==> src/tlb_array_pkg.sv <==
// Shared TLB array sizes and types; num_pipe_stage must be at least 1 and mask_bits below entry_w
`default_nettype none

package tlb_array_pkg;

   //============================================================
   // Array dimensions
   //============================================================

   localparam int num_sets       = 16;                  // Sets in the array
   localparam int num_ways       = 4;                   // Ways per set
   localparam int set_w          = $clog2(num_sets);    // Set address width
   localparam int way_w          = $clog2(num_ways);    // Way index width
   localparam int entry_w        = 20;                  // Bits per entry

   // Read latency in stages, 1 means rd_data comes straight from stage 1
   localparam int num_pipe_stage = 2;

   // Low entry bits that never hold information
   localparam int mask_bits      = 2;

   //============================================================
   // Types
   //============================================================

   typedef logic [set_w-1:0]    set_addr_t;    // Set address
   typedef logic [num_ways-1:0] way_vec_t;     // One bit per way
   typedef logic [way_w-1:0]    way_idx_t;     // Way index
   typedef logic [entry_w-1:0]  tlb_entry_t;   // One entry

   // All ways of one set, way 0 in the low bits
   typedef tlb_entry_t [num_ways-1:0] way_entries_t;

endpackage

`default_nettype wire

==> src/tlb_write_stage.sv <==
// Write preflop stage; loopback takes rd_data as it stands at the write edge, mask applied after the mux
`timescale 1ns/1ns
`default_nettype none

module tlb_write_stage (
   input  logic                        clk,
   input  logic                        rst,
   input  logic                        wr_en,          // Write strobe
   input  tlb_array_pkg::set_addr_t    wr_set,         // Target set
   input  tlb_array_pkg::way_vec_t     wr_way_vec,     // Ways to write
   input  tlb_array_pkg::tlb_entry_t   wr_data,        // Normal write data
   input  logic                        dfx_scan_en,    // Scan loopback mode
   input  tlb_array_pkg::way_idx_t     dfx_scan_way,   // Way taken from rd_data in scan mode
   input  tlb_array_pkg::way_entries_t rd_data,        // Current array read output
   output tlb_array_pkg::way_vec_t     commit_way_en,  // Registered per-way write enables
   output tlb_array_pkg::set_addr_t    commit_set,     // Registered set
   output tlb_array_pkg::tlb_entry_t   commit_entry    // Registered entry, shared by all ways
);

   import tlb_array_pkg::*;

   tlb_entry_t loop_entry;   // Selected way of the read output
   tlb_entry_t sel_entry;    // Loopback or normal data
   tlb_entry_t masked_entry; // Low bits cleared

   //============================================================
   // Data select and mask
   //============================================================

   // Scan mode dumps one way of the read output back into the array
   always_comb begin
      loop_entry = rd_data[dfx_scan_way];
      sel_entry  = dfx_scan_en ? loop_entry : wr_data;
   end

   // Force the unused low bits to zero so they always read back as zero
   always_comb begin
      masked_entry = sel_entry;
      for (int b = 0; b < mask_bits; b++) begin
         masked_entry[b] = 1'b0;
      end
   end

   //============================================================
   // Commit registers
   //============================================================

   // Per-way enables, the only control state here
   always_ff @(posedge clk) begin
      if (rst) begin
         commit_way_en <= '0;
      end else begin
         commit_way_en <= {num_ways{wr_en}} & wr_way_vec; // Enable gated per way
      end
   end

   // Set and entry only load on a write, one copy for all ways
   always_ff @(posedge clk) begin
      if (wr_en) begin
         commit_set   <= wr_set;
         commit_entry <= masked_entry;
      end
   end

endmodule

`default_nettype wire

==> src/tlb_way_store.sv <==
// Flip-flop storage of all sets and ways; a same-set read and write in one cycle is not allowed
`timescale 1ns/1ns
`default_nettype none

module tlb_way_store (
   input  logic                        clk,
   input  logic                        rst,
   input  tlb_array_pkg::way_vec_t     commit_way_en,  // Per-way write enables from the preflop
   input  tlb_array_pkg::set_addr_t    commit_set,     // Set being written
   input  tlb_array_pkg::tlb_entry_t   commit_entry,   // Entry written to every enabled way
   input  logic                        rd_en,          // Read strobe
   input  tlb_array_pkg::set_addr_t    rd_set,         // Set to read
   output logic                        stage1_en,      // Stage 1 holds a new read
   output tlb_array_pkg::way_entries_t stage1_entries  // All ways of the read set
);

   import tlb_array_pkg::*;

   //============================================================
   // Storage
   //============================================================

   way_entries_t mem [num_sets];   // One row per set, all ways packed

   // Write commit, every enabled way of the committed set takes the entry
   always_ff @(posedge clk) begin
      if (rst) begin
         for (int s = 0; s < num_sets; s++) begin
            mem[s] <= '0;
         end
      end else begin
         for (int w = 0; w < num_ways; w++) begin
            if (commit_way_en[w]) begin
               mem[commit_set][w] <= commit_entry;
            end
         end
      end
   end

   //============================================================
   // Read stage 1
   //============================================================

   // Staged read enable
   always_ff @(posedge clk) begin
      if (rst) begin
         stage1_en <= 1'b0;
      end else begin
         stage1_en <= rd_en;
      end
   end

   // Captures the row before this edge's commit lands,
   // so a write committing now is not seen by this read
   always_ff @(posedge clk) begin
      if (rst) begin
         stage1_entries <= '0;                // Zero output after reset even with one stage
      end else if (rd_en) begin
         stage1_entries <= mem[rd_set];       // Holds between reads
      end
   end

endmodule

`default_nettype wire

==> src/tlb_read_pipe.sv <==
// Read stages 2 to num_pipe_stage; each stage loads only on its staged enable and holds otherwise
`timescale 1ns/1ns
`default_nettype none

module tlb_read_pipe (
   input  logic                        clk,
   input  logic                        rst,
   input  logic                        stage1_en,      // Stage 1 holds a new read
   input  tlb_array_pkg::way_entries_t stage1_entries, // Stage 1 read data
   output tlb_array_pkg::way_entries_t rd_data         // Final read data
);

   import tlb_array_pkg::*;

   //============================================================
   // Stage chain
   //============================================================

   if (num_pipe_stage > 1) begin : g_staged
      logic         en_q   [1:num_pipe_stage-1];  // Enable of stage k gates loading of stage k+1
      way_entries_t data_q [1:num_pipe_stage];    // Stage k read data

      assign en_q[1]   = stage1_en;
      assign data_q[1] = stage1_entries;

      for (genvar k = 2; k <= num_pipe_stage; k++) begin : g_stage
         // Data moves only with a read, so several reads can be in flight
         always_ff @(posedge clk) begin
            if (rst) begin
               data_q[k] <= '0;
            end else if (en_q[k-1]) begin
               data_q[k] <= data_q[k-1];
            end
         end

         // The last stage needs no enable of its own
         if (k < num_pipe_stage) begin : g_en
            always_ff @(posedge clk) begin
               if (rst) begin
                  en_q[k] <= 1'b0;
               end else begin
                  en_q[k] <= en_q[k-1];
               end
            end
         end
      end

      assign rd_data = data_q[num_pipe_stage];     // Output is the last stage
   end else begin : g_single
      assign rd_data = stage1_entries;            // Latency 1, stage 1 is the output
   end

endmodule

`default_nettype wire

==> src/tlb_array.sv <==
// TLB entry array top; one read and one write port, a same-set read and write in one cycle is illegal
`timescale 1ns/1ns
`default_nettype none

module tlb_array (
   input  logic                        clk,
   input  logic                        rst,
   input  logic                        rd_en,          // Read strobe
   input  tlb_array_pkg::set_addr_t    rd_set,         // Read set
   input  logic                        wr_en,          // Write strobe
   input  tlb_array_pkg::set_addr_t    wr_set,         // Write set
   input  tlb_array_pkg::way_vec_t     wr_way_vec,     // Ways written
   input  tlb_array_pkg::tlb_entry_t   wr_data,        // Write entry
   input  logic                        dfx_scan_en,    // Loopback mode for array dump and reload
   input  tlb_array_pkg::way_idx_t     dfx_scan_way,   // Way looped back
   output tlb_array_pkg::way_entries_t rd_data         // All ways of the read set
);

   import tlb_array_pkg::*;

   //============================================================
   // Internal links
   //============================================================

   way_vec_t     commit_way_en;   // Write commit
   set_addr_t    commit_set;
   tlb_entry_t   commit_entry;
   logic         stage1_en;       // First read stage
   way_entries_t stage1_entries;

   // Write preflop with mask and loopback mux
   tlb_write_stage u_write_stage (
      .clk           (clk),
      .rst           (rst),
      .wr_en         (wr_en),
      .wr_set        (wr_set),
      .wr_way_vec    (wr_way_vec),
      .wr_data       (wr_data),
      .dfx_scan_en   (dfx_scan_en),
      .dfx_scan_way  (dfx_scan_way),
      .rd_data       (rd_data),          // Loopback from the output
      .commit_way_en (commit_way_en),
      .commit_set    (commit_set),
      .commit_entry  (commit_entry)
   );

   // Storage and read stage 1
   tlb_way_store u_way_store (
      .clk            (clk),
      .rst            (rst),
      .commit_way_en  (commit_way_en),
      .commit_set     (commit_set),
      .commit_entry   (commit_entry),
      .rd_en          (rd_en),
      .rd_set         (rd_set),
      .stage1_en      (stage1_en),
      .stage1_entries (stage1_entries)
   );

   // Remaining read stages
   tlb_read_pipe u_read_pipe (
      .clk            (clk),
      .rst            (rst),
      .stage1_en      (stage1_en),
      .stage1_entries (stage1_entries),
      .rd_data        (rd_data)
   );

endmodule

`default_nettype wire

==> config.mk <==
export PLATFORM = sky130hd
export DESIGN_NAME = tlb_array
export DESIGN_NICKNAME = d
export VERILOG_FILES = /design/src/tlb_array_pkg.sv /design/src/tlb_write_stage.sv /design/src/tlb_way_store.sv /design/src/tlb_read_pipe.sv /design/src/tlb_array.sv
export SDC_FILE = /design/constraint.sdc
export NUM_CORES = 2
export LEC_CHECK = 0
export ABC_AREA = 1
export BUFFER_PORTS_ARGS = -buffer_cell sky130_fd_sc_hd__buf_2
export CELL_PAD_IN_SITES_DETAIL_PLACEMENT = 2
export CELL_PAD_IN_SITES_GLOBAL_PLACEMENT = 2
export CORE_MARGIN = 2
export CORE_UTILIZATION = 41
export DETAILED_ROUTE_END_ITERATION = 16
export PLACE_DENSITY = 0.78
export SLEW_MARGIN = 10
export SYNTH_ARGS = -nofsm -noshare
export SYNTH_HDL_FRONTEND = slang
export SYNTH_SLANG_ARGS = --single-unit
==> constraint.sdc <==
create_clock -name clk -period 2.71 [get_ports clk]
set_input_delay 0.4065 -clock clk [delete_from_list [all_inputs] [get_ports clk]]
set_output_delay 0.4065 -clock clk [all_outputs]
set_load 0.005 [all_outputs]
==> results.yml <==
synth:
  synth_warnings: 0
  synth_area_leaders: "edfxtp_1, nand2_1, nor2_1"
  ys_ff_latch: 1323
  synth_cell_types: 22
  netlist_area_um2: 58700
  yosys.area.top_type_share_pct: 60.1
  synth_area_leader_cell: "edfxtp_1"
  synth_cells: 6188
  syn_avg_cell_area_um2: 9.48
  yosysSeqAreaShare_pct: 65.2
critical_path:
  cpLargestDelayFamily: "simple AND/OR/NAND/NOR gates"
  crit_required_ns: 3.17
  critical_path_peak_fanout: 18
  crit_chain: "inv_2 > nand2_1 > nor2_2 > buf_12 > nand2_2 > nand2_1 > buf_4"
  critPathLaunchType: "register"
  r2r_start: "u_write_stage.commit_set[0]$_DFFE_PP_"
  path_buf_inv: 3
  slowest_stage: "edfxtp_1"
  slowest_delay_ns: 0.48
  crit_path_end_kind: "register"
  r2r_cells: 7
  cp_common_cell: "nand2_1"
  crit_type: "register to register"
  reg2reg_slack_ns: 0.55
  cp.arrival_ns: 2.62
  r2r_end: "u_way_store.mem[2][25]$_SDFFCE_PN0P_"
final_layout:
  final.fill_count: 14800
  nets: 6278
  syn_to_final_growth_pct: 14.6
  final_cell_area_um2: 67300
  seq_area_um2: 38200
  drive_gt1_share_pct: 10.4
  multi_input_area_um2: 17700
  layout_common_cells: "nand2_1, nor2_1, edfxtp_1, nand3_1, buf_4"
  layout_commonest_cell: "nand2_1"
  final_cells: 8248
power:
  ir_drop_mv: 0.494
  p_comb_share_pct: 9.3
  p_per_area_nw_per_um2: 715
  leakage_nw: 27.6
  intPower_w: 0.0358
  power.share.sequential_pct: 48.9
  clkPwrFrac_pct: 41.8
  swShare_pct: 25.7
  power_w: 0.0481
  net-switching-power_w: 0.0124
timing:
  tns_ns: 0
  post-route-period-util_pct: 79.7
  grt_setup_unrepaired: "no"
  setup_viol: 0
  tightest_slew_ns: 1.14
  period_needed_ns: 2.16
  slew_violations: 0
  slew-limit-headroom_pct: 23.9
  finalHoldViolations: 0
  skew_ns: 0.0252
  fmaxAchievable_mhz: 463
floorplanning:
  start_util_pct: 41.4
  io_pins: 119
  coreArea_um2: 142000
  die_w_um: 382
  rows: 138
  dieArea_um2: 146000
  die_h_um: 382
grt:
  antenna_found_initial: 7
  grt.overflow.total: 0
  grt_pass1_wl_um: 331000
  grt_max_degree: 122
  grt_pass1_vias: 50900
  track_usage_pct: 30.6
outcome:
  status: "complete, no violations"
placed_design:
  dp_cells: 7951
  place_congestion: 0.824
  post_dp_cell_area_um2: 62300
  io_buffer_count: 108
  hpwlAfterDp_um: 140000
drt:
  via_per_inst: 5.63
  drc: 0
  routed_wl_um: 223000
  vias: 46500
  wire_per_inst_um: 27.0
  postRouteAntennaNets: 0
  drt_iter0_drc: 3485
  first_pass_iters: 5
hold_path:
  min_from: "wr_way_vec[3]"
  holdPathStages: 3
  hp-class: "primary input to register"
  worstHoldEndpoint: "u_write_stage.commit_way_en[3]$_SDFF_PP0_"
clock_tree:
  cts_buffers: 151
  cts_max_path_buffers: 3
  cts_tree: "yes"
  clock_latency_ns: 0.81
  h-tree-depth: 4
  clock-sinks: 1323
  cts_hold_buf: 25
  root_buffer: "clkbuf_16"
  post_cts.repair.setup_buffers: 0
  post_cts_resized: 0
  clk_pin_slew_worst_paths_ns: 0.06
job:
  maxCapViolCount: 0
## flip-flops by register name (all words and copies together) (netlist names)
name,count
u_way_store.stage1_entries,72
u_way_store.stage1_en,1
u_write_stage.commit_entry,18
u_read_pipe.rd_data,72
u_way_store.mem,1152
u_write_stage.commit_set,4
u_write_stage.commit_way_en,4
## final cells by class
type / instances / area share, %
flip-flops and latches: 1323 / 56.8
multi-input cells: 4277 / 26.4
clock buffers: 215 / 6.29
repair buffers: 379 / 5.53
well taps: 1890 / 3.52
clock inverters: 55 / 0.761
inverters: 107 / 0.677
diodes: 2 / 0.00744
## worst register-to-register path, delay by kind of cell, from the launching register on
kind,cells,cell delay (ns)
flip-flops,1,0.48
buffers and inverters,3,0.58
AND/OR/NAND/NOR,4,0.76
## per-stage QoR
step | hold WS [ns] | util (%) | worst slack (ns)
6_report | 0.0661 | 47.5 | 0.549
3_3_place_gp | 0.464 | 43.9 | 0.513
2_1_floorplan | 0.456 | - | 0.652
5_1_grt | 0.0391 | 47.4 | 0.461
4_1_cts | 0.00758 | 47.4 | 0.550
3_5_place_dp | 0.478 | 43.9 | 0.452
## logic make-up after synthesis
group                  count (synthesis)  share of synthesized area [%]
and+or+nand+nor                     4143                           29.1
buffers and inverters                595                           4.64
AOI/OAI and AO/OA                    126                           1.11
other                                  1                        0.00639
DFF                                 1323                           65.2
## cells in the mapped netlist, drive strengths merged
cell,instances
clkinv,1
dfxtp,149
edfxtp,1174
nand2,1652
a31oi,18
inv,106
nor2,1555
nand3,936
clkbuf,181
conb,1
o21ai,108
buf,307
## power groups by stage
stage               sequential, W  clock, W  combinational [W]
global placement           0.0239         0            0.00423
CTS                        0.0235    0.0204            0.00450
finish                     0.0235    0.0201            0.00448
global route               0.0236    0.0211            0.00484
floorplan                  0.0237         0            0.00240
detailed placement         0.0239         0            0.00441
## routing by layer
layer / part of all wire, % / track usage (%) / up-vias
met2: 51 / 53.3 / 1223
li1: - / - / 20500
met1: 40 / 37.9 / 24300
met4: 4.4 / 13.1 / 10
met5: 0.027 / 0 / -
met3: 4.8 / 4.25 / 397
## how the worst max path moves through the flow
stage,start,endpoint,slack [ns],depth (start not counted)
5_1_grt,u_write_stage.commit_set[0]$_DFFE_PP_,u_way_store.mem[2][32]$_SDFFCE_PN0P_,0.46,7
2_1_floorplan,u_write_stage.commit_set[0]$_DFFE_PP_,u_way_store.mem[2][0]$_SDFFCE_PN0P_,0.65,6
4_1_cts,u_write_stage.commit_set[0]$_DFFE_PP_,u_way_store.mem[2][25]$_SDFFCE_PN0P_,0.55,7
3_5_place_dp,rd_set[2],u_way_store.stage1_entries[32]$_SDFFE_PP0P_,0.45,9
6_report,u_write_stage.commit_set[0]$_DFFE_PP_,u_way_store.mem[2][25]$_SDFFCE_PN0P_,0.55,7
3_3_place_gp,rd_set[1],u_way_store.stage1_entries[71]$_SDFFE_PP0P_,0.51,10
No activity file was read; power rests on OpenSTA's default activity.
